[src/logic/decoderPkg.sv]
package decoderPkg;

    localparam int instWidth   = 16;
    localparam int regIdxWidth = 3;
    localparam int opcodeWidth = 5;
    localparam int dataWidth   = 16;

    // Major opcodes, bits 15:11
    localparam logic [opcodeWidth-1:0] opcNop    = 5'b00001;
    localparam logic [opcodeWidth-1:0] opcB      = 5'b00010;
    localparam logic [opcodeWidth-1:0] opcBeqz   = 5'b00100;
    localparam logic [opcodeWidth-1:0] opcBnez   = 5'b00101;
    localparam logic [opcodeWidth-1:0] opcShift  = 5'b00110;
    localparam logic [opcodeWidth-1:0] opcAddiu3 = 5'b01000;
    localparam logic [opcodeWidth-1:0] opcAddiu  = 5'b01001;
    localparam logic [opcodeWidth-1:0] opcLi     = 5'b01101;
    localparam logic [opcodeWidth-1:0] opcLw     = 5'b10011;
    localparam logic [opcodeWidth-1:0] opcSw     = 5'b11011;
    localparam logic [opcodeWidth-1:0] opcAddSub = 5'b11100;
    localparam logic [opcodeWidth-1:0] opcAlu    = 5'b11101;

    // Shift and AddSub groups look at bits 1:0 only
    localparam logic [1:0] functSll  = 2'b00;
    localparam logic [1:0] functSra  = 2'b11;
    localparam logic [1:0] functAddu = 2'b01;
    localparam logic [1:0] functSubu = 2'b11;

    // ALU group, bits 4:0
    localparam logic [4:0] functAnd     = 5'b01100;
    localparam logic [4:0] functOr      = 5'b01101;
    localparam logic [4:0] functNot     = 5'b01111;
    localparam logic [4:0] functSllv    = 5'b00100;
    localparam logic [4:0] functSrav    = 5'b00111;
    localparam logic [4:0] functJrGroup = 5'b00000;

    typedef struct packed {
        logic [opcodeWidth-1:0] opcode;
        logic [regIdxWidth-1:0] rx;
        logic [regIdxWidth-1:0] ry;
        logic [regIdxWidth-1:0] rz;
        logic [1:0]             funct;
    } regView_t;

    typedef struct packed {
        logic [opcodeWidth-1:0] opcode;
        logic [regIdxWidth-1:0] rx;
        logic [7:0]             imm8;
    } immView_t;

    // Same word, read as register fields or as an immediate
    typedef union packed {
        regView_t regView;
        immView_t immView;
    } instWord_u;

    typedef enum logic [4:0] {
        kindNop,
        kindB,
        kindBeqz,
        kindBnez,
        kindSll,
        kindSra,
        kindAddiu3,
        kindAddiu,
        kindLi,
        kindLw,
        kindSw,
        kindAddu,
        kindSubu,
        kindAnd,
        kindOr,
        kindNot,
        kindSllv,
        kindSrav,
        kindJr,
        kindIllegal
    } instKind_e;

    typedef enum logic [3:0] {
        opAdd     = 4'b0000,
        opSub     = 4'b0001,
        opAnd     = 4'b0010,
        opOr      = 4'b0011,
        opNot     = 4'b0100,
        opSra     = 4'b0101,
        opSll     = 4'b0110,
        opBranch  = 4'b1000,
        opPassA   = 4'b1001,
        opTestNez = 4'b1010,
        opLoadImm = 4'b1100
    } aluOp_e;

    typedef enum logic [3:0] {
        immNone   = 4'b0000,
        immZext8  = 4'b0001,
        immShift3 = 4'b0101,
        immSext8  = 4'b1000,
        immSext4  = 4'b1001,
        immSext5  = 4'b1010,
        immSext11 = 4'b1011
    } immKind_e;

    typedef enum logic [1:0] {
        dstRx = 2'b00,
        dstRy = 2'b01,
        dstRz = 2'b10
    } regDst_e;

    typedef enum logic [1:0] {
        srcARx = 2'b00,
        srcARy = 2'b10
    } aluSrcA_e;

    typedef enum logic [1:0] {
        srcBRy  = 2'b00,
        srcBImm = 2'b01,
        srcBRx  = 2'b10
    } aluSrcB_e;

    typedef struct packed {
        instKind_e kind;
        instWord_u word;
    } classified_t;

    typedef struct packed {
        logic                   illegal;
        aluOp_e                 aluOp;
        aluSrcA_e               aluSrcA;
        aluSrcB_e               aluSrcB;
        logic                   memRead;
        logic                   memWrite;
        logic                   memToReg;
        logic                   regWrite;
        logic                   branch;
        logic                   jump;
        logic [regIdxWidth-1:0] destReg;
        logic [dataWidth-1:0]   immValue;
    } decoded_t;

endpackage

[src/logic/instClassifier.sv]
module instClassifier (
    input  logic                    clk,
    input  logic                    rstN,
    input  logic                    inReq,
    output logic                    inAck,
    input  decoderPkg::instWord_u   inInst,
    output logic                    classReq,
    input  logic                    classAck,
    output decoderPkg::classified_t classData
);

    logic                  full;
    logic                  accept;
    decoderPkg::instKind_e kind;

    // Only an empty stage takes a new word
    assign accept = inReq && !inAck && !full;

    always_comb
    begin
        kind = decoderPkg::kindIllegal;
        case (inInst.regView.opcode)
            decoderPkg::opcNop:
            begin
                // Everything below the opcode must be zero
                if (inInst[decoderPkg::instWidth-decoderPkg::opcodeWidth-1:0] == '0)
                begin
                    kind = decoderPkg::kindNop;
                end
            end
            decoderPkg::opcB:      kind = decoderPkg::kindB;
            decoderPkg::opcBeqz:   kind = decoderPkg::kindBeqz;
            decoderPkg::opcBnez:   kind = decoderPkg::kindBnez;
            decoderPkg::opcAddiu3: kind = decoderPkg::kindAddiu3;
            decoderPkg::opcAddiu:  kind = decoderPkg::kindAddiu;
            decoderPkg::opcLi:     kind = decoderPkg::kindLi;
            decoderPkg::opcLw:     kind = decoderPkg::kindLw;
            decoderPkg::opcSw:     kind = decoderPkg::kindSw;
            decoderPkg::opcShift:
            begin
                case (inInst.regView.funct)
                    decoderPkg::functSll: kind = decoderPkg::kindSll;
                    decoderPkg::functSra: kind = decoderPkg::kindSra;
                    default:              kind = decoderPkg::kindIllegal;
                endcase
            end
            decoderPkg::opcAddSub:
            begin
                case (inInst.regView.funct)
                    decoderPkg::functAddu: kind = decoderPkg::kindAddu;
                    decoderPkg::functSubu: kind = decoderPkg::kindSubu;
                    default:               kind = decoderPkg::kindIllegal;
                endcase
            end
            decoderPkg::opcAlu:
            begin
                // Subfunction spans rz and funct
                case ({inInst.regView.rz, inInst.regView.funct})
                    decoderPkg::functAnd:  kind = decoderPkg::kindAnd;
                    decoderPkg::functOr:   kind = decoderPkg::kindOr;
                    decoderPkg::functNot:  kind = decoderPkg::kindNot;
                    decoderPkg::functSllv: kind = decoderPkg::kindSllv;
                    decoderPkg::functSrav: kind = decoderPkg::kindSrav;
                    decoderPkg::functJrGroup:
                    begin
                        // JR only with ry clear, the rest were PC moves
                        if (inInst.regView.ry == '0)
                        begin
                            kind = decoderPkg::kindJr;
                        end
                    end
                    default: kind = decoderPkg::kindIllegal;
                endcase
            end
            default:
            begin
                kind = decoderPkg::kindIllegal;
            end
        endcase
    end

    always_ff @(posedge clk or negedge rstN)
    begin
        if (!rstN)
        begin
            full     <= 1'b0;
            inAck    <= 1'b0;
            classReq <= 1'b0;
        end
        else if (accept)
        begin
            full     <= 1'b1;
            inAck    <= 1'b1;
            classReq <= 1'b1;
        end
        else
        begin
            if (inAck && !inReq)
            begin
                inAck <= 1'b0;
            end
            if (classReq && classAck)
            begin
                classReq <= 1'b0;
            end
            // Downstream done and upstream released
            if (full && !classReq && !classAck && !inAck)
            begin
                full <= 1'b0;
            end
        end
    end

    always_ff @(posedge clk)
    begin
        if (accept)
        begin
            classData.kind <= kind;
            classData.word <= inInst;
        end
    end

endmodule

[src/logic/controlExpander.sv]
module controlExpander (
    input  logic                    clk,
    input  logic                    rstN,
    input  logic                    classReq,
    output logic                    classAck,
    input  decoderPkg::classified_t classData,
    output logic                    outReq,
    input  logic                    outAck,
    output decoderPkg::decoded_t    outData
);

    logic                               full;
    logic                               accept;
    decoderPkg::instKind_e              kind;
    decoderPkg::instWord_u              word;
    decoderPkg::immKind_e               immKind;
    decoderPkg::regDst_e                regDst;
    logic [decoderPkg::regIdxWidth-1:0] destReg;
    logic [decoderPkg::dataWidth-1:0]   immValue;
    decoderPkg::decoded_t               nextOut;

    assign accept = classReq && !classAck && !full;
    assign kind   = classData.kind;
    assign word   = classData.word;

    // Control table, one field at a time
    always_comb
    begin
        nextOut = '0;
        case (kind)
            decoderPkg::kindB:                     nextOut.aluOp = decoderPkg::opBranch;
            decoderPkg::kindBeqz, decoderPkg::kindJr: nextOut.aluOp = decoderPkg::opPassA;
            decoderPkg::kindBnez:                  nextOut.aluOp = decoderPkg::opTestNez;
            decoderPkg::kindSll, decoderPkg::kindSllv: nextOut.aluOp = decoderPkg::opSll;
            decoderPkg::kindSra, decoderPkg::kindSrav: nextOut.aluOp = decoderPkg::opSra;
            decoderPkg::kindLi:                    nextOut.aluOp = decoderPkg::opLoadImm;
            decoderPkg::kindSubu:                  nextOut.aluOp = decoderPkg::opSub;
            decoderPkg::kindAnd:                   nextOut.aluOp = decoderPkg::opAnd;
            decoderPkg::kindOr:                    nextOut.aluOp = decoderPkg::opOr;
            decoderPkg::kindNot:                   nextOut.aluOp = decoderPkg::opNot;
            default:                               nextOut.aluOp = decoderPkg::opAdd;
        endcase
        case (kind)
            decoderPkg::kindSll, decoderPkg::kindSra, decoderPkg::kindSllv, decoderPkg::kindSrav:
                nextOut.aluSrcA = decoderPkg::srcARy;
            default:
                nextOut.aluSrcA = decoderPkg::srcARx;
        endcase
        case (kind)
            decoderPkg::kindSll, decoderPkg::kindSra, decoderPkg::kindAddiu3,
            decoderPkg::kindAddiu, decoderPkg::kindLi, decoderPkg::kindLw, decoderPkg::kindSw:
                nextOut.aluSrcB = decoderPkg::srcBImm;
            decoderPkg::kindSllv, decoderPkg::kindSrav:
                nextOut.aluSrcB = decoderPkg::srcBRx;
            default:
                nextOut.aluSrcB = decoderPkg::srcBRy;
        endcase
        nextOut.illegal  = (kind == decoderPkg::kindIllegal);
        nextOut.memRead  = (kind == decoderPkg::kindLw);
        nextOut.memToReg = (kind == decoderPkg::kindLw);
        nextOut.memWrite = (kind == decoderPkg::kindSw);
        nextOut.jump     = (kind == decoderPkg::kindJr);
        nextOut.branch   = kind inside {decoderPkg::kindB, decoderPkg::kindBeqz,
                                        decoderPkg::kindBnez};
        nextOut.regWrite = !(kind inside {decoderPkg::kindNop, decoderPkg::kindB,
                                          decoderPkg::kindBeqz, decoderPkg::kindBnez,
                                          decoderPkg::kindSw, decoderPkg::kindJr,
                                          decoderPkg::kindIllegal});
        // Illegal words carry no register index
        nextOut.destReg  = nextOut.illegal ? '0 : destReg;
        nextOut.immValue = immValue;
    end

    always_comb
    begin
        case (kind)
            decoderPkg::kindB:                     immKind = decoderPkg::immSext11;
            decoderPkg::kindBeqz, decoderPkg::kindBnez,
            decoderPkg::kindAddiu:                 immKind = decoderPkg::immSext8;
            decoderPkg::kindSll, decoderPkg::kindSra: immKind = decoderPkg::immShift3;
            decoderPkg::kindAddiu3:                immKind = decoderPkg::immSext4;
            decoderPkg::kindLi:                    immKind = decoderPkg::immZext8;
            decoderPkg::kindLw, decoderPkg::kindSw: immKind = decoderPkg::immSext5;
            default:                               immKind = decoderPkg::immNone;
        endcase
        case (kind)
            decoderPkg::kindAddiu3, decoderPkg::kindLw,
            decoderPkg::kindSllv, decoderPkg::kindSrav: regDst = decoderPkg::dstRy;
            decoderPkg::kindAddu, decoderPkg::kindSubu: regDst = decoderPkg::dstRz;
            default:                                   regDst = decoderPkg::dstRx;
        endcase
    end

    always_comb
    begin
        case (regDst)
            decoderPkg::dstRy: destReg = word.regView.ry;
            decoderPkg::dstRz: destReg = word.regView.rz;
            default:           destReg = word.regView.rx;
        endcase
    end

    always_comb
    begin
        case (immKind)
            decoderPkg::immZext8:
                immValue = {{(decoderPkg::dataWidth-8){1'b0}}, word.immView.imm8};
            decoderPkg::immShift3:
                // Shift amount of zero encodes 8
                immValue = (word.regView.rz == '0) ? decoderPkg::dataWidth'(8) :
                           decoderPkg::dataWidth'(word.regView.rz);
            decoderPkg::immSext8:
                immValue = {{(decoderPkg::dataWidth-8){word.immView.imm8[7]}},
                            word.immView.imm8};
            decoderPkg::immSext4:
                immValue = {{(decoderPkg::dataWidth-4){word.immView.imm8[3]}},
                            word.immView.imm8[3:0]};
            decoderPkg::immSext5:
                immValue = {{(decoderPkg::dataWidth-5){word.immView.imm8[4]}},
                            word.immView.imm8[4:0]};
            decoderPkg::immSext11:
                immValue = {{(decoderPkg::dataWidth-11){word.immView.rx[2]}},
                            word.immView.rx, word.immView.imm8};
            default:
                immValue = '0;
        endcase
    end

    always_ff @(posedge clk or negedge rstN)
    begin
        if (!rstN)
        begin
            full     <= 1'b0;
            classAck <= 1'b0;
            outReq   <= 1'b0;
            outData  <= '0;
        end
        else if (accept)
        begin
            full     <= 1'b1;
            classAck <= 1'b1;
            outReq   <= 1'b1;
            outData  <= nextOut;
        end
        else
        begin
            if (classAck && !classReq)
            begin
                classAck <= 1'b0;
            end
            if (outReq && outAck)
            begin
                outReq <= 1'b0;
            end
            if (full && !outReq && !outAck && !classAck)
            begin
                full <= 1'b0;
            end
        end
    end

endmodule

[src/logic/instDecoder.sv]
module instDecoder (
    input  logic                  clk,
    input  logic                  rstN,
    input  logic                  inReq,
    output logic                  inAck,
    input  decoderPkg::instWord_u inInst,
    output logic                  outReq,
    input  logic                  outAck,
    output decoderPkg::decoded_t  outData
);

    // Channel between the two stages
    logic                    classReq;
    logic                    classAck;
    decoderPkg::classified_t classData;

    instClassifier u_classifier (
        .clk       (clk),
        .rstN      (rstN),
        .inReq     (inReq),
        .inAck     (inAck),
        .inInst    (inInst),
        .classReq  (classReq),
        .classAck  (classAck),
        .classData (classData)
    );

    controlExpander u_expander (
        .clk       (clk),
        .rstN      (rstN),
        .classReq  (classReq),
        .classAck  (classAck),
        .classData (classData),
        .outReq    (outReq),
        .outAck    (outAck),
        .outData   (outData)
    );

endmodule

[config.mk]
export PLATFORM = sky130hd
export DESIGN_NAME = instDecoder
export DESIGN_NICKNAME = d
export VERILOG_FILES = /design/src/logic/decoderPkg.sv /design/src/logic/instClassifier.sv /design/src/logic/controlExpander.sv /design/src/logic/instDecoder.sv
export SDC_FILE = /design/constraint.sdc
export NUM_CORES = 1
export LEC_CHECK = 0
export ABC_AREA = 0
export BUFFER_PORTS_ARGS = -buffer_cell sky130_fd_sc_hd__buf_2
export CORE_MARGIN = 2
export CORE_UTILIZATION = 50
export CTS_CLUSTER_DIAMETER = 200
export DETAILED_ROUTE_END_ITERATION = 10
export PLACE_DENSITY = 0.78
export SYNTH_ARGS = -nofsm -noshare
export SYNTH_HDL_FRONTEND = slang
export SYNTH_SLANG_ARGS = --single-unit
[constraint.sdc]
create_clock -name clk -period 2 [get_ports clk]
set_input_delay 0.3 -clock clk [delete_from_list [all_inputs] [get_ports clk]]
set_output_delay 0.3 -clock clk [all_outputs]
set_load 0.03 [all_outputs]
== After elaboration in Yosys (flattened, before gate mapping) ==
Memory sizes are Yosys's and may differ from the RTL's. A register that Yosys moved wholly into a read port is not among the register bits.
Index checks and enable logic that the tools add are counted.
Word-level totals
  memory bits (read-only): 256
  logic and storage cells: 129
  bits of input ports: 20
  output and inout port bits: 36
  bits in registers: 49
  memories kept: 3
Memory list
  (name not given): depth 32, bits a word 4, read ports 1, clocked after Yosys merged registers in 1, wr ports 0, line controlExpander.sv:30  | case (kind)
  (name not given): depth 16, bits a word 4, read ports 1, clocked after Yosys merged registers in 1, wr ports 0, line controlExpander.sv:76  | case (kind)
  (name not given): depth 32, bits a word 2, read ports 1, clocked after Yosys merged registers in 1, wr ports 0, line controlExpander.sv:49  | case (kind)
Operators by class
  reductions and logical operators: 42
  mux-type cells: 26
  eq/ne operators: 41
Operators with widths (number)
  16-bit one-hot mux with 6 select lines: 1
  5-bit one-hot mux with 12 select lines: 1
  5-bit by 4-bit equality test with 1-bit output, second input constant: 10
  5-bit by 3-bit equality test with 1-bit output, second input constant: 8
  5-bit equality test, second input constant: 8
  5-bit one-hot mux with 6 select lines: 1
  5-bit one-hot mux with 2 select lines: 2
  4-bit equality test, second input constant: 4
  5-bit by 2-bit equality test with 1-bit output, second input constant: 3
  1-bit logical AND: 14
  1-bit 2-to-1 mux: 13
  4-bit 2-to-1 mux: 3
  2-bit nonzero test: 6
  1-bit logical NOT: 11
  11-bit logical NOT: 1
  5-bit by 1-bit equality test with 1-bit output, second input constant: 2
  5-bit logical NOT: 2
  4-bit OR reduction: 2
  7-bit nonzero test: 1
  3-bit logical NOT: 2
  3-bit one-hot mux with 2 select lines: 1
  5-bit 2-to-1 mux: 1
  2-bit by 1-bit equality test with 1-bit output, second input constant: 2
  2-bit equality test, second input constant: 2
  8 further kinds: 8

== Logic depth before layout (Yosys ltp) ==
  word-level depth: 6
  mapped depth: 13
  mapped depth without buffers: 12

== By module ==
From an unflattened synthesis, not the netlist that was laid out.
Unflattened totals
  cell total of the unflattened synthesis: 317
  area total of the unflattened synthesis: 3099.2 µm²
Modules (own cells, without submodules)
  controlExpander: area an instance 1880.6 µm², cells each 211, instances 1, sequential area each 750.7 µm²
  instClassifier: area an instance 1218.7 µm², cells each 106, instances 1, sequential area each 705.7 µm²

== Worst setup path after synthesis ==
Ideal clock, no wire load.
  kind: register -> register
  start point: reg u_classifier.inAck
  end point: reg with a tool-made name
  slack: -0.214 ns
  period minus slack after synthesis: 2.214 ns
  setup time: 0.079 ns
  cell stages (with the launch flop): 8
  path buffers: 0
  arrival: 2.135 ns
  data required time: 1.921 ns
  cell sequence: dfrtp_1 inv_1 nand3_1 clkinv_1 o22ai_2 ha_1 or3b_1 o211ai_1
RTL lines
  start: declaration: line instClassifier.sv:5  | output logic inAck,
  start signal: assignment: line instClassifier.sv:87  | inAck <= 1'b0;
  start signal: assignment: line instClassifier.sv:93  | inAck <= 1'b1;
  start signal: assignment: line instClassifier.sv:100  | inAck <= 1'b0;

== Worst setup path in the final report ==
  start point: reg u_classifier.classData[16] (netlist name)
  end point: reg u_expander.outData[17] (netlist name)
On the way
  word-level cells in the longest chain between the ends: 6
  elaborated cells between the ends (all ways): 14
  those cells by class: eq/ne (9); mux (3); reduce/logical (2)
Ends and longest elaborated chain
  5-bit by 3-bit equality test with 1-bit output (tied with other cells): line controlExpander.sv:86  | case (kind)
  4-bit OR reduction or 2-bit OR reduction (tied branches): line controlExpander.sv:86
  2-bit one-hot mux with 2 select lines: line controlExpander.sv:86
  2-bit equality test or 2-bit by 1-bit equality test with 1-bit output (tied branches): line controlExpander.sv:96  | case (regDst)
  3-bit one-hot mux with 2 select lines: line controlExpander.sv:96
  3-bit 2-to-1 mux *: line controlExpander.sv:70  | nextOut.destReg = nextOut.illegal ? '0 : destReg;
Mark *: on every way between the ends. The rest lies on a longest branch, timed or not.
A chain may end at the register's enable or synchronous reset.

==> out/metrics.cfg <==
[worst_setup_path]
path_class = register to register
required_ps = 2210
critical_path.max_stage_delay_ps = 480
crit_path_end_kind = register
cp.arrival_ps = 2230
critPathSlowestCell = edfxtp_1
startpoint_type = register
path_max_fanout = 3
crit_chain = inv_2 > ha_4 > nor2_4 > nor3b_2 > a21oi_1 > o22a_2 > ha_4 > a22oi_2 > nor2_1 > a21oi_1 > o21ai_1

[detailed_routing]
vias_per_cell = 5.43
drt_iter0_drc = 106
drc = 0
final_antenna_net_count = 0
routed_wl_um = 6940
vias = 2628
dr.pass1.iters = 4
wl_per_cell_um = 14.3

[status]
violations = negative setup slack
status = complete, but fails checks

[synthesis]
synth_warnings = 0
syn_area_per_cell_um2 = 9.53
syn_area_mm2 = 0.00307
synth_seq_cells = 53
synth_edf_count = 16
ys_types = 55
async_flop_share_pct = 62.3
syn-instance-count = 322
ys.flop_type = dfrtp_1
ys_seq_area_share_pct = 45.2
syn_nets = 355

[sta]
hold_viol = 0
tns_ps = -15.2
worst_slack_ps = -15.2
tightest_slew_ps = 733
slew_headroom_pct = 51.2
fmax_mhz = 496
drv_slew = 0
min_period_ps = 2020
skew_ps = 13.2
fin_crit_sh_pct = 101
rsz0062_at_grt = yes
finalSetupViolations = 1
hold_ws_ps = 27.2

[die]
initial_core_util_pct = 51.8
design.portCount = 56
die_h_um = 82.3
dieArea_mm2 = 0.00678
rows = 28
chipWidth_um = 82.3
design.core.area_mm2 = 0.00592

[layout]
area.growth.synth_to_final_pct = 26.7
num_antenna_cells = 0
drive_above_1_share_pct = 35.2
final_area_mm2 = 0.00389
final_util_pct = 65.6
layout.nets = 441
stdcell_count = 484
fill_cells = 481

[global_route]
grt_max_degree = 43
overflow = 0
antenna_found_initial = 0
grt_pass1_vias = 2434
track_usage_pct = 21.2
grt_pass1_wl_um = 11100

[clock_network]
clock-sinks = 53
clock_path_buffers = 2
clk_latency_ps = 320
cts_max_level = 2
cts_tree = yes
root_buffer = clkbuf_8
cts_buffers = 5
hold_buffers = 0
cts.clk_slew.worst_paths_ps = 100

[power_and_ir_drop]
ir_worst_vdd_mv = 0.648
power_mw = 4.28
combPwrFrac_pct = 46.4
clkPwrFrac_pct = 14.7
p_sw_share_pct = 42.6
internal-power_mw = 2.45
p_seq_share_pct = 38.9
p_leak_nw = 1.78
p_sw_mw = 1.82
power.density_cell_area_mw_per_mm2 = 1100

[place]
dp_slack_ps = -368
post-dp-hpwl_um = 5280
post_dp_cell_area_mm2 = 0.00372
placedCellCount = 475
gp_congestion = 0.870
io_buffers = 54

[run]
max-cap-violations = 0

[hold_path]
worstHoldPathType = input port to asynchronous set/reset pin

final cells by class:
| cell class | instances | area [um^2] | area share [%] |
|---|---|---|---|
| Timing Repair Buffer | 101 | 636 | 16.4 |
| Multi-Input combinational cell | 230 | 1610 | 41.5 |
| Clock inverter | 3 | 23.8 | 0.612 |
| Inverter | 17 | 65.1 | 1.67 |
| Tap cell | 75 | 93.8 | 2.41 |
| Sequential cell | 53 | 1390 | 35.7 |
| Clock buffer | 5 | 68.8 | 1.77 |
critical path, delay by kind of cell (launching register included):
| kind | cells | cell delay, ps |
|---|---|---|
| AO/OA/AOI/OAI | 5 | 720 |
| flip-flops | 1 | 480 |
| adder cells (fa/ha/maj) | 2 | 340 |
| buffers and inverters | 1 | 120 |
| AND/OR/NAND/NOR | 3 | 250 |
flip-flops by register name, summed over array words and instances, names as in the netlist, named ones only:
signal	cells
u_expander.classAck	1
u_classifier.inAck	1
u_expander.outReq	1
u_classifier.classData	16
u_classifier.classReq	1
u_expander.outData	27
u_classifier.full	1
u_expander.full	1
worst paths after layout:
| check | cells past startpoint | start | to | slack, ps |
|---|---|---|---|---|
| hold reg to reg | 1 | u_expander.full | u_expander.classAck | 470 |
| setup reg to reg | 11 | u_classifier.classData[16] | u_expander.outData[17] | -20 |
| setup / recovery | 11 | u_classifier.classData[16] | u_expander.outData[17] | -20 |
| min in group clk | 1 | inInst[5] | u_classifier.classData[5] | 170 |
| max in group asynchronous | 1 | rstN | u_classifier.inAck | 1450 |
| hold / removal | 1 | rstN | u_expander.outData[19] | 30 |
Yosys cell counts, drive strengths merged, types with 4 or more instances:
library cell / instances / area [um^2]
nor2: 20 / 75.1
nand3b: 6 / 45.0
nand3: 5 / 25.0
a21o: 6 / 45.0
buf: 11 / 83.8
o21ai: 29 / 145
ha: 13 / 163
nand2: 36 / 135
a21oi: 22 / 110
dfrtp: 33 / 826
o31ai: 4 / 30.0
dfxtp: 4 / 80.1
inv: 16 / 60.1
nor3: 14 / 70.1
nand2b: 7 / 43.8
mux2: 4 / 45.0
nor3b: 5 / 37.5
mux2i: 4 / 40.0
clkbuf: 11 / 61.3
edfxtp: 16 / 480
a22oi: 10 / 75.1
placed cells by master, fill, tap and decap left out, types with 6 or more instances in the layout:
master    synthesis  routed
ha_4              0       6
nor3_1           14      13
inv_1            16      11
nand2b_1          7       7
nand2_1          36      36
dfrtp_1          33      32
buf_4             8      46
nand3b_1          6       6
buf_2             1      54
edfxtp_1         16      16
o21ai_0          29      25
nor2_1           20      19
a21o_1            6       6
a22oi_1          10       8
a21oi_1          22      21
cells by family after synthesis:
family,count (synthesis),synth area share (%)
AOI/OAI and AO/OA,93,19.1
buffers and inverters,39,6.81
other,1,0.122
and+or+nand+nor,113,20.1
DFF,53,45.2
xor gates and xnor gates,2,0.571
adders and majority gates,13,5.30
muxes,8,2.77
routing by layer:
layer | GRT usage, % | vias up | share of wire [%] | wire length, um
li1 | - | 1322 | - | -
met1 | 26.9 | 1223 | 44 | 3030
met2 | 36.6 | 72 | 51 | 3510
met3 | 3.04 | 11 | 4.1 | 285
met4 | 8.00 | 0 | 1.7 | 118
met5 | 0 | - | 0 | 0
timing repair:
item | in CTS | in global routing
pin swaps | 0 | 6
endpoints found under the setup margin | 2 | 6
resized for setup | 2 | 12
buffers inserted | 0 | 1
cloned | 0 | 0
power groups by stage:
| stage | Clock, mW | Sequential (mW) | Combinational [mW] |
|---|---|---|---|
| final | 0.630 | 1.66 | 1.98 |
| after global routing | 0.681 | 1.71 | 2.19 |
| after CTS | 0.647 | 1.66 | 1.96 |
| after detailed placement | 0 | 1.69 | 1.95 |
| after global placement | 0 | 1.67 | 1.90 |
| after floorplan | 0 | 2.03 | 0.985 |
No activity file was read; power rests on OpenSTA's default activity.
